File: config.mk
export PLATFORM = sky130hd
export DESIGN_NAME = controlUnit
export DESIGN_NICKNAME = d
export VERILOG_FILES = /design/src/isaPkg.sv /design/src/ctrlPkg.sv /design/src/controlUnit.sv
export SDC_FILE = /design/constraint.sdc
export NUM_CORES = 1
export LEC_CHECK = 0
export ABC_AREA = 1
export BUFFER_PORTS_ARGS = -buffer_cell sky130_fd_sc_hd__buf_2
export CORE_MARGIN = 2
export CORE_UTILIZATION = 48
export DETAILED_ROUTE_END_ITERATION = 10
export GPL_TIMING_DRIVEN = 0
export PLACE_DENSITY = 0.95
export SYNTH_ARGS = -nofsm -noshare
export SYNTH_HDL_FRONTEND = slang
export SYNTH_SLANG_ARGS = --single-unit
File: constraint.sdc
create_clock -name Clock -period 2.2 [get_ports Clock]
set_input_delay 0.11 -clock Clock [delete_from_list [all_inputs] [get_ports Clock]]
set_output_delay 0.11 -clock Clock [all_outputs]
set_load 0.02 [all_outputs]
File: src/isaPkg.sv
package isaPkg;

	// ==================================================
	// datapath widths.
	// ==================================================
	localparam int wordBits = 32;
	localparam int regIdxBits = 4;
	localparam int opBits = 5;
	localparam int immBits = 19;

	// ==================================================
	// opcodes.
	// ==================================================
	// add is zero so an idle control word selects add.
	typedef enum logic [opBits-1:0] {
		opAdd = 5'd0,
		opSub = 5'd1,
		opAnd = 5'd2,
		opOr = 5'd3,
		opShl = 5'd4,
		opShr = 5'd5,
		opAddi = 5'd6,
		opLd = 5'd7,
		opSt = 5'd8,
		opBrzr = 5'd9,
		opOut = 5'd10,
		opHalt = 5'd11
	} opcodeT;

	// instruction word with the msb first.
	// rc occupies the top four bits of imm (bits 18 to 15).
	typedef struct packed {
		opcodeT op;
		logic [regIdxBits-1:0] ra;
		logic [regIdxBits-1:0] rb;
		logic [immBits-1:0] imm;
	} instrT;

endpackage

File: src/ctrlPkg.sv
package ctrlPkg;

	// ==================================================
	// bus drivers.
	// ==================================================
	typedef enum logic [2:0] {
		srcNone = 3'd0,
		srcReg = 3'd1,
		srcPc = 3'd2,
		srcMdr = 3'd3,
		srcZlow = 3'd4,
		srcConst = 3'd5
	} busSrcT;

	// ==================================================
	// sequencer states.
	// ==================================================
	typedef enum logic [3:0] {
		stIdle = 4'd0,
		stT0 = 4'd1,
		stT1 = 4'd2,
		stT2 = 4'd3,
		stT3 = 4'd4,
		stT4 = 4'd5,
		stT5 = 4'd6,
		stT6 = 4'd7,
		stT7 = 4'd8,
		stHalt = 4'd9
	} stateT;

	// one control word per phase.
	typedef struct packed {
		logic gra;
		logic grb;
		logic grc;
		logic rin;
		logic baout;
		busSrcT busSrc;
		logic yin;
		logic zin;
		logic pcin;
		logic irin;
		logic marin;
		logic mdrin;
		logic outin;
		logic conin;
		logic read;
		logic write;
		logic incPc;
		isaPkg::opcodeT aluOp;
	} ctrlWordT;

endpackage

File: src/controlUnit.sv
`timescale 1ns/1ps

module controlUnit (
	input logic Clock,
	input logic arstN,
	input logic run,
	input isaPkg::opcodeT opcode,
	input logic conFlag,
	output ctrlPkg::ctrlWordT ctrl,
	output logic halted,
	output logic idle
);

	ctrlPkg::stateT state;
	ctrlPkg::stateT nextState;
	logic regOp;
	logic memOp;

	// three-register ALU instructions.
	assign regOp = opcode inside {isaPkg::opAdd, isaPkg::opSub, isaPkg::opAnd,
		isaPkg::opOr, isaPkg::opShl, isaPkg::opShr};
	assign memOp = opcode inside {isaPkg::opLd, isaPkg::opSt};

	// ==================================================
	// phase sequencing.
	// ==================================================
	always_ff @(posedge Clock or negedge arstN) begin
		if (!arstN) begin
			state <= ctrlPkg::stIdle;
		end else begin
			state <= nextState;
		end
	end

	always_comb begin
		nextState = state;
		case (state)
			ctrlPkg::stIdle: if (run) nextState = ctrlPkg::stT0;
			ctrlPkg::stT0: nextState = ctrlPkg::stT1;
			ctrlPkg::stT1: nextState = ctrlPkg::stT2;
			ctrlPkg::stT2: nextState = ctrlPkg::stT3;
			ctrlPkg::stT3: begin
				if (opcode == isaPkg::opHalt) begin
					nextState = ctrlPkg::stHalt;
				end else if (regOp || memOp || opcode == isaPkg::opAddi
						|| opcode == isaPkg::opBrzr) begin
					nextState = ctrlPkg::stT4;
				end else begin
					nextState = ctrlPkg::stT0;
				end
			end
			ctrlPkg::stT4: begin
				if (opcode == isaPkg::opBrzr && !conFlag) begin
					nextState = ctrlPkg::stT0;
				end else begin
					nextState = ctrlPkg::stT5;
				end
			end
			ctrlPkg::stT5: nextState = memOp || opcode == isaPkg::opBrzr ?
				ctrlPkg::stT6 : ctrlPkg::stT0;
			ctrlPkg::stT6: nextState = memOp ? ctrlPkg::stT7 : ctrlPkg::stT0;
			ctrlPkg::stT7: nextState = ctrlPkg::stT0;
			ctrlPkg::stHalt: nextState = ctrlPkg::stHalt;
			default: nextState = ctrlPkg::stIdle;
		endcase
	end

	// ==================================================
	// control word decoded from the state register.
	// ==================================================
	always_comb begin
		ctrl = '0;
		case (state)
			ctrlPkg::stT0: begin
				ctrl.busSrc = ctrlPkg::srcPc;
				ctrl.marin = 1'b1;
				ctrl.incPc = 1'b1;
			end
			ctrlPkg::stT1: begin
				ctrl.read = 1'b1;
				ctrl.mdrin = 1'b1;
			end
			ctrlPkg::stT2: begin
				ctrl.busSrc = ctrlPkg::srcMdr;
				ctrl.irin = 1'b1;
			end
			ctrlPkg::stT3: begin
				if (regOp || memOp || opcode == isaPkg::opAddi) begin
					ctrl.grb = 1'b1;
					ctrl.baout = memOp;
					ctrl.busSrc = ctrlPkg::srcReg;
					ctrl.yin = 1'b1;
				end else if (opcode == isaPkg::opBrzr || opcode == isaPkg::opOut) begin
					ctrl.gra = 1'b1;
					ctrl.busSrc = ctrlPkg::srcReg;
					ctrl.conin = (opcode == isaPkg::opBrzr);
					ctrl.outin = (opcode == isaPkg::opOut);
				end
			end
			ctrlPkg::stT4: begin
				if (regOp) begin
					ctrl.grc = 1'b1;
					ctrl.busSrc = ctrlPkg::srcReg;
					ctrl.zin = 1'b1;
					ctrl.aluOp = opcode;
				end else if (opcode == isaPkg::opBrzr) begin
					ctrl.busSrc = ctrlPkg::srcPc;
					ctrl.yin = conFlag;
				end else begin
					ctrl.busSrc = ctrlPkg::srcConst;
					ctrl.zin = 1'b1;
					ctrl.aluOp = isaPkg::opAdd;
				end
			end
			ctrlPkg::stT5: begin
				if (opcode == isaPkg::opBrzr) begin
					ctrl.busSrc = ctrlPkg::srcConst;
					ctrl.zin = 1'b1;
					ctrl.aluOp = isaPkg::opAdd;
				end else begin
					ctrl.busSrc = ctrlPkg::srcZlow;
					ctrl.marin = memOp;
					ctrl.gra = !memOp;
					ctrl.rin = !memOp;
				end
			end
			ctrlPkg::stT6: begin
				if (opcode == isaPkg::opBrzr) begin
					ctrl.busSrc = ctrlPkg::srcZlow;
					ctrl.pcin = 1'b1;
				end else if (opcode == isaPkg::opSt) begin
					ctrl.gra = 1'b1;
					ctrl.busSrc = ctrlPkg::srcReg;
					ctrl.mdrin = 1'b1;
				end else begin
					ctrl.read = 1'b1;
					ctrl.mdrin = 1'b1;
				end
			end
			ctrlPkg::stT7: begin
				if (opcode == isaPkg::opSt) begin
					ctrl.write = 1'b1;
				end else begin
					ctrl.busSrc = ctrlPkg::srcMdr;
					ctrl.gra = 1'b1;
					ctrl.rin = 1'b1;
				end
			end
			default: ctrl = '0;
		endcase
	end

	assign halted = (state == ctrlPkg::stHalt);
	assign idle = (state == ctrlPkg::stIdle);

endmodule

==> results of run 1 <==
==> placed cells by master (no fill, tap or decap), types with 3 or more instances in the layout <==
cell type  synthesis  layout
nor2_1            14      14
dfrtp_1            4       4
clkbuf_4           0       3
nand2_1           26      26
nor2_2             7       7
inv_2              5       5
nand3_1           14      14
nand2_2            3       3
a21oi_1            5       5
o21ai_0            4       4
buf_2              0      32
inv_1             19      19
==> power by group through the flow <==
stage / Clock (uW) / Sequential (uW) / Combinational, uW
after global routing: 99.9 / 154 / 665
after floorplan: 0 / 140 / 440
after CTS: 92.2 / 145 / 604
after detailed placement: 0 / 145 / 602
after global placement: 0 / 145 / 585
final: 95.9 / 151 / 610
==> worst max-delay path: cells and delay by family, from the launching register on <==
kind,cells,cell delay [ns]
DFF,1,0.41
and+or+nand+nor,4,0.39
buffers and inverters,3,0.31
AOI/OAI and AO/OA,1,0.27
==> synth_stat cells, drive strengths merged <==
library cell / instances / area (um2)
nand4: 1 / 6.26
buf: 2 / 15.0
a31oi: 1 / 6.26
o21bai: 1 / 7.51
o211ai: 1 / 7.51
a21oi: 6 / 33.8
nor2: 24 / 139
nand3: 16 / 97.6
conb: 1 / 3.75
nor3: 3 / 20.0
o21ai: 5 / 25.0
dfrtp: 4 / 100
nand2: 30 / 128
inv: 24 / 90.1
==> metal layers <==
| metal | share of wire, % | global-route usage (%) | up-vias |
|---|---|---|---|
| met3 | 6.9 | 3.48 | 4 |
| met5 | 0 | 0 | - |
| met1 | 42 | 28.0 | 374 |
| li1 | - | - | 445 |
| met4 | 1.2 | 7.10 | 0 |
| met2 | 50 | 41.6 | 43 |
==> metrics by stage <==
step | instance area [um2] | setup slack (ns) | hold slack, ns | std cells
floorplan | 683 | 0.768 | -0.186 | 120
global placement | 862 | 0.796 | -0.0888 | 167
detailed placement | 862 | 0.768 | -0.0845 | 167
CTS | 895 | 0.493 | 0.208 | 171
global route | 895 | 0.343 | 0.217 | 171
finish | 895 | 0.453 | 0.202 | 171
==> worst max-delay path by stage <==
stage / start / end / cells after the start / slack, ns
after global routing: state[3]$_DFFE_PN0P_ / ctrl[16] / 8 / 0.34
after CTS: state[3]$_DFFE_PN0P_ / ctrl[16] / 8 / 0.49
after floorplan: state[2]$_DFFE_PN0P_ / ctrl[16] / 7 / 0.77
final: state[3]$_DFFE_PN0P_ / ctrl[16] / 8 / 0.45
after detailed placement: state[3]$_DFFE_PN0P_ / ctrl[16] / 8 / 0.77
after global placement: state[3]$_DFFE_PN0P_ / ctrl[16] / 8 / 0.80
==> timing repair <==
item	CTS	global route
hold buffers	1	0
endpoints found under the hold margin	4	0
resized for setup	0	0
setup endpoints to repair	0	0
==> final cells by class <==
| cell class | count | area (um2) | area share, % |
|---|---|---|---|
| buffer | 2 | 15.0 | 1.68 |
| multi-input combinational | 90 | 478 | 53.4 |
| clock buffer | 3 | 22.5 | 2.52 |
| inverter | 24 | 90.1 | 10.1 |
| tap | 15 | 18.8 | 2.10 |
| sequential | 4 | 100 | 11.2 |
| timing repair buffer | 33 | 170 | 19.0 |
==> kinds of logic after synthesis <==
kind of cell / Yosys count / synth area share, %
and+or+nand+nor: 74 / 57.5
AOI/OAI and AO/OA: 14 / 11.8
other: 1 / 0.552
DFF: 4 / 14.7
buffers and inverters: 26 / 15.5
==> impl_metrics.csv, run 1 <==
group,metric,value,unit
outcome,status,"finished, final reports clean",
pwr,net-switching-power,504,uW
min_path,hold_path_end,"state[3]$_DFFE_PN0P_",
pwr,powerDensity,958,nW/um2
timing,finalHoldViolCount,0,
placed_design,gp_congestion,0.827,
worst_setup_path,critPathMaxStageDelay,0.41,ns
routing,drtIter0Drc,42,
timing,drv_slew,0,
worst_setup_path,critPathSlowestCell,"dfrtp_1",
pwr,p_total,857,uW
min_path,hp-class,"in2reg",
pwr,power.share.combinational,71.2,%
routing,wl,1.95,mm
worst_setup_path,regToRegStartpoint,"state[0]$_DFFE_PN0P_",
die,die_x,41.6,um
finish,drive_gt1_share,38.5,%
routing,postRouteAntennaNets,0,
clocking,cts_tree,"yes",
routing,via_per_inst,5.06,
pwr,intPower,353,uW
clocking,clk_pin_slew,0.04,ns
synthesis,synth_seq_cells,4,
finish,syn_to_final_growth,31.7,%
pwr,clkPwrFrac,11.2,%
placed_design,dp_hpwl,1.54,mm
worst_setup_path,critPathLaunchType,"register",
worst_setup_path,critPathKind,"reg2out",
min_path,hold_start,"opcode[0]",
worst_setup_path,reg2reg_depth,6,
run,drv_cap,0,
finish,reg_top3,"state (4)",
timing,tns,0,ns
grt,gr-usage-all-layers,23.2,%
die,core-area,1320,um2
finish,largest_register_ffs,4,
worst_setup_path,worst_ep_arrival_time,1.64,ns
clocking,clockBufferDepth,2,
worst_setup_path,worstReg2RegEnd,"state[0]$_DFFE_PN0P_",
clocking,htreeDepth,1,
die,die_h,41.6,um
grt,antenna_found_initial,0,
finish,postLayoutCoreUtil,67.9,%
worst_setup_path,cp.required,2.09,ns
timing,final-setup-viol-count,0,
routing,dr_total_vias,866,
pwr,power_frac_seq,17.6,%
pwr,leakage,0.000553,uW
finish,antenna_cells,0,
worst_setup_path,worst-r2r-setup-slack,0.93,ns
clocking,cts_buffers,3,
worst_setup_path,path_cells,"inv_1 > nand2_2 > inv_1 > nand2_1 > a21oi_1 > nor2_1 > nand2_1 > buf_2",
grt,grt_pass1_wl,3.20,mm
finish,regMostFlops,"state",
clocking,cts_setup_buffers,0,
die,ios,35,
clocking,clkSinkCount,4,
pwr,netSwitchingFraction,58.8,%
synthesis,synth_cell_types,25,
die,rows,13,
timing,fin_crit_sh,79.4,%
synthesis,netlist_area,679,um2
die,initial_core_util,51.6,%
die,dieArea,1730,um2
timing,fmax,573,MHz
clocking,worstSkewPairLatency,0.24,ns
finish,final_nets,167,
timing,rsz0062_at_grt,"false",
routing,drc,0,
timing,fin_skew,0.00918,ns
finish,nFillCells,121,
grt,grt_pass1_vias,748,
synthesis,yosysWarnings,0,
grt,grt_overflow,0,
worst_setup_path,end_kind,"output pin",
synthesis,yosysSeqAreaShare,14.7,%
timing,period_needed,1.75,ns
worst_setup_path,critPathMaxFanout,5,
synthesis,syn_area_per_cell,5.71,um2
grt,grt_max_degree,11,
pwr,ir_drop,0.778,mV
routing,first_pass_iters,4,
clocking,cts_root_buf,"clkbuf_4",
placed_design,portBuffers,32,
routing,drt-wirelength-per-cell,11.4,um
synthesis,synth_cells,119,
min_path,hold_path_depth,3,
Power figures use the tool's default switching activity.
==> run 2: changes to the inputs <==
--- a/config.mk
+++ b/config.mk
@@ -8,10 +8,10 @@
 export ABC_AREA = 1
 export BUFFER_PORTS_ARGS = -buffer_cell sky130_fd_sc_hd__buf_2
 export CORE_MARGIN = 2
-export CORE_UTILIZATION = 48
+export CORE_UTILIZATION = 40
 export DETAILED_ROUTE_END_ITERATION = 10
 export GPL_TIMING_DRIVEN = 0
-export PLACE_DENSITY = 0.95
+export PLACE_DENSITY = 0.86
 export SYNTH_ARGS = -nofsm -noshare
 export SYNTH_HDL_FRONTEND = slang
 export SYNTH_SLANG_ARGS = --single-unit
==> constraint.sdc (replaced) <==
create_clock -name Clock -period 1.5 [get_ports Clock]
set_input_delay 0.075 -clock Clock [delete_from_list [all_inputs] [get_ports Clock]]
set_output_delay 0.075 -clock Clock [all_outputs]
set_load 0.02 [all_outputs]
==> run 2 against run 1 <==
Effect of this change: the flow now finishes with violations (setup timing); critical path depth did not move; clock power rose by 48%; global-route usage fell by 0.87 points; critical path type unchanged; largest cell class unchanged; setup slack got worse by 0.51 ns; critical endpoint is now ctrl[0]; non-clock buffer count rose by 6; flip-flop and latch count did not move; core utilization rose by 2.6 points.
==> impl_metrics.csv, run 2 (same netlist as run 1, synthesis figures left out) <==
group,metric,value,unit
finish,final_cell_mix,"nand2_1 (24), buf_2 (19), inv_1 (15)",
worst_setup_path,worst-r2r-setup-slack,0.24,ns
finish,reg_top3,"state (4)",
timing,final-setup-viol-count,11,
placed_design,portBuffers,32,
timing,fin_crit_sh,104,%
clocking,cts_tree,"yes",
timing,drv_slew,0,
finish,nFillCells,122,
routing,drtIter0Drc,28,
timing,finalHoldViolCount,0,
die,die_x,45.2,um
finish,drive_gt1_share,51.9,%
routing,drc,0,
grt,grt_max_degree,11,
timing,fin_ws,-0.0607,ns
grt,grt_pass1_vias,860,
clocking,worstSkewPairLatency,0.25,ns
placed_design,gp_congestion,0.868,
grt,gr-usage-all-layers,22.3,%
clocking,clk_pin_slew,0.04,ns
routing,first_pass_iters,4,
clocking,cts_buffers,3,
worst_setup_path,critPathMaxFanout,7,
timing,rsz0062_at_grt,"true",
routing,via_per_inst,5.43,
clocking,cts_root_buf,"clkbuf_4",
routing,postRouteAntennaNets,0,
clocking,clockBufferDepth,2,
finish,largest_register_ffs,4,
finish,layout_commonest_cell,"nand2_1",
pwr,ir_drop,0.942,mV
grt,antenna_found_initial,0,
pwr,leakage,0.000607,uW
pwr,p_total,1610,uW
placed_design,dp_hpwl,1.47,mm
worst_setup_path,end_kind,"output pin",
run,drv_cap,0,
routing,drt-wirelength-per-cell,13.1,um
finish,syn_to_final_growth,60.0,%
die,die_h,45.2,um
grt,grt_overflow,0,
grt,grt_pass1_wl,3.33,mm
placed_design,placed_area,863,um2
routing,dr_total_vias,966,
worst_setup_path,reg2reg_depth,7,
outcome,violations,"setup timing",
placed_design,dp_slack,0.0959,ns
die,dieArea,2040,um2
finish,final_nets,173,
routing,wl,2.34,mm
worst_setup_path,critPathLaunchType,"register",
outcome,status,"complete, but fails checks",
finish,regMostFlops,"state",
die,initial_core_util,44.1,%
timing,period_needed,1.56,ns
timing,fmax,641,MHz
pwr,powerDensity,1480,nW/um2
worst_setup_path,critPathKind,"reg2out",
timing,tns,-0.351,ns
clocking,htreeDepth,1,
clocking,clkSinkCount,4,
die,rows,14,
die,ios,35,
min_path,hp-class,"in2reg",
die,core-area,1540,um2
finish,fin_area,1090,um2
finish,antenna_cells,0,
worst_setup_path,worst_ep_arrival_time,1.49,ns
timing,fin_skew,0.00828,ns
finish,postLayoutCoreUtil,70.5,%
worst_setup_path,cp.required,1.42,ns
min_path,hold_path_depth,3,
-- run 2: cell types whose count changed in the layout (fill, tap and decap cells not counted), moves of 4 or more --
cell    previous run  this run
inv_1             19        15
nor2_1            14         9
buf_4              2        14
buf_2             32        19
buf_6              0         7
-- run 2: final cells by class --
type | count | area [um2] | share of cell area, %
clock buffer | 3 | 22.5 | 2.07
multi-input combinational | 90 | 554 | 51.0
sequential | 4 | 104 | 9.55
buffer | 2 | 15.0 | 1.38
inverter | 24 | 97.6 | 8.98
timing repair buffer | 39 | 274 | 25.2
tap | 16 | 20.0 | 1.84
-- run 2: worst max-delay path: stages, from the launching register on --
cell and delay (ns):
dfrtp_2 0.43, inv_2 0.08, nand2_4 0.10, nor2_8 0.20
inv_4 0.06, nor2_4 0.09, inv_2 0.06, nor2_2 0.09
buf_6 0.12
-- run 2: final timing paths --
path | startpoint | end
worst max-delay path | state[3]$_DFFE_PN0P_ | ctrl[0]
worst min-delay path | opcode[0] | state[3]$_DFFE_PN0P_
worst max register to register | state[3]$_DFFE_PN0P_ | state[2]$_DFFE_PN0P_
worst min register to register | state[1]$_DFFE_PN0P_ | state[3]$_DFFE_PN0P_
max in group asynchronous | arstN | state[0]$_DFFE_PN0P_
min in group asynchronous | arstN | state[3]$_DFFE_PN0P_
-- run 2: metrics by stage --
stage	std cells	hold slack [ns]
detailed placement	168	-0.120
floorplan	120	-0.221
finish	178	0.141
CTS	176	0.148
global route	178	0.164
global placement	168	-0.123
-- run 2: where the power goes --
group | leakage (uW) | switching (uW) | total (uW) | internal (uW)
Combinational | 0.000546 | 758 | 1220 | 459
Clock | 0.0000138 | 51.7 | 142 | 90.0
Sequential | 0.0000471 | 95.2 | 249 | 154
-- run 2: what timing repair did --
action,in CTS,in global routing
pin swaps,4,6
setup buffers,4,2
endpoints found under the setup margin,15,18
hold buffers,1,0
hold endpoints to repair,4,0
resized for setup,24,25
-- run 2: routing by layer --
| layer | routed length (um) | GRT usage, % |
|---|---|---|
| met1 | 827 | 23.8 |
| met2 | 1160 | 34.9 |
| met3 | 212 | 4.80 |
| met4 | 139 | 22.9 |
| met5 | 0 | 0 |
==> run 3: changes to the inputs <==
==> constraint.sdc (replaced) <==
create_clock -name Clock -period 1.3 [get_ports Clock]
set_input_delay 0.065 -clock Clock [delete_from_list [all_inputs] [get_ports Clock]]
set_output_delay 0.065 -clock Clock [all_outputs]
set_load 0.02 [all_outputs]
==> run 3 against run 2 <==
Effect of this change: the run still ends with setup timing left; clock-buffer cell count is the same; total power increased by 37%; setup slack lost 0.26 ns; combinational power is 42% higher; critical endpoint is now ctrl[23]; largest power group unchanged.
==> impl_metrics.csv, run 3 (same netlist as run 1, synthesis figures left out) <==
group,metric,value,unit
timing,period_needed,1.62,ns
pwr,power_frac_seq,13.8,%
clocking,clk_pin_slew,0.04,ns
timing,fin_skew,0.00283,ns
pwr,leakage,0.000668,uW
finish,drive_gt1_share,58.6,%
worst_setup_path,cp.required,1.24,ns
finish,syn_to_final_growth,86.2,%
routing,dr_total_vias,1040,
routing,first_pass_iters,5,
grt,use_met3,2.80,%
pwr,p_total,2200,uW
routing,wl,2.87,mm
worst_setup_path,critPathLaunchType,"register",
worst_setup_path,worst_ep_arrival_time,1.55,ns
finish,antenna_cells,0,
routing,postRouteAntennaNets,0,
die,ios,35,
clocking,worstSkewPairLatency,0.24,ns
die,dieArea,2040,um2
finish,final_cell_mix,"nand2_1 (22), buf_6 (19), buf_4 (17)",
timing,rsz0062_at_grt,"true",
clocking,cts_root_buf,"clkbuf_4",
routing,drt-wirelength-per-cell,15.5,um
die,core-area,1540,um2
pwr,netSwitchingFraction,53.5,%
routing,drtIter0Drc,44,
timing,finalHoldViolCount,0,
worst_setup_path,reg2reg_depth,9,
clocking,cts_buffers,3,
finish,layout_commonest_cell,"nand2_1",
grt,antenna_found_initial,0,
die,initial_core_util,44.1,%
pwr,powerDensity,1740,nW/um2
grt,grt_overflow,0,
min_path,hp-class,"in2async",
pwr,power.share.combinational,78.8,%
outcome,status,"complete, but fails checks",
worst_setup_path,worstReg2RegEnd,"state[0]$_DFFE_PN0P_",
placed_design,gp_congestion,0.897,
routing,drc,0,
finish,largest_register_ffs,4,
timing,fin_ws,-0.320,ns
grt,gr-usage-all-layers,25.6,%
pwr,net-switching-power,1180,uW
finish,final_nets,180,
clocking,htreeDepth,1,
grt,use_met2,44.6,%
die,rows,14,
timing,drv_slew,0,
die,die_h,45.2,um
routing,via_per_inst,5.62,
finish,reg_top3,"state (4)",
grt,grt_max_degree,11,
finish,postLayoutCoreUtil,82.1,%
worst_setup_path,critPathMaxFanout,5,
worst_setup_path,regToRegStartpoint,"state[0]$_DFFE_PN0P_",
clocking,cts_tree,"yes",
run,drv_cap,0,
outcome,violations,"setup timing",
placed_design,portBuffers,32,
worst_setup_path,end_kind,"output pin",
timing,final-setup-viol-count,26,
grt,grt_pass1_vias,915,
pwr,intPower,1020,uW
die,die_x,45.2,um
clocking,clockBufferDepth,2,
placed_design,dp_slack,-0.128,ns
grt,grt_pass1_wl,3.86,mm
worst_setup_path,worst-r2r-setup-slack,-0.06,ns
timing,fmax,617,MHz
worst_setup_path,critPathKind,"reg2out",
grt,busiest_layer,"met2",
pwr,clkPwrFrac,7.4,%
placed_design,dp_hpwl,1.57,mm
grt,use_met1,31.1,%
clocking,clkSinkCount,4,
timing,fin_crit_sh,125,%
finish,regMostFlops,"state",
pwr,ir_drop,1.32,mV
[run 3: final cells by class]
class | instances | area, um2
Fill cell | 88 | 277
Sequential cell | 4 | 104
Buffer | 2 | 15.0
Timing Repair Buffer | 46 | 407
Clock buffer | 3 | 22.5
Multi-Input combinational cell | 90 | 602
Inverter | 24 | 95.1
Tap cell | 16 | 20.0
[run 3: timing repair]
| item | 4_1_cts | 5_1_grt |
|---|---|---|
| hold buffers | 1 | 0 |
| gates resized for setup | 55 | 23 |
| endpoints found under the setup margin | 22 | 26 |
| hold endpoints to repair | 4 | 0 |
| pin swaps | 11 | 13 |
| buffers inserted | 10 | 3 |
[run 3: metal layers]
metal | vias up | routed length [um]
li1 | 474 | -
met1 | 482 | 1100
met2 | 76 | 1460
met3 | 8 | 242
met4 | 0 | 63
met5 | - | 0
[run 3: how the worst max path moves through the flow]
stage	from	to	slack, ns	cells after the start
floorplan	state[3]$_DFFE_PN0P_	ctrl[16]	-0.04	7
global placement	state[3]$_DFFE_PN0P_	ctrl[16]	-0.07	8
detailed placement	state[3]$_DFFE_PN0P_	ctrl[23]	-0.13	6
CTS	state[3]$_DFFE_PN0P_	ctrl[16]	-0.23	8
global route	state[0]$_DFFE_PN0P_	ctrl[23]	-0.42	7
finish	state[0]$_DFFE_PN0P_	ctrl[23]	-0.32	7
[run 3: through the flow]
step | TNS (ns) | std cells | area, um2 | hold WS (ns)
5_1_grt | -6.41 | 185 | 1260 | 0.174
6_report | -5.08 | 185 | 1260 | 0.155
3_3_place_gp | -0.237 | 168 | 870 | -0.134
2_1_floorplan | -0.0400 | 120 | 689 | -0.231
4_1_cts | -3.00 | 182 | 1140 | 0.149
3_5_place_dp | -0.574 | 168 | 870 | -0.132
[run 3: power groups by stage]
stage	Clock (uW)	Sequential (uW)	Combinational [uW]
finish	163	304	1730
CTS	154	283	1400
detailed placement	0	248	1030
global placement	0	245	1000
global route	178	309	1820
floorplan	0	237	754
[run 3: critical path, stage by stage, from the launching register on]
cell and delay (ns):
dfrtp_2 0.49, nand2_2 0.13, nor2_2 0.24, nand2_1 0.14, nand2_1 0.09, nor2_1 0.04
nand2_1 0.07, buf_6 0.12
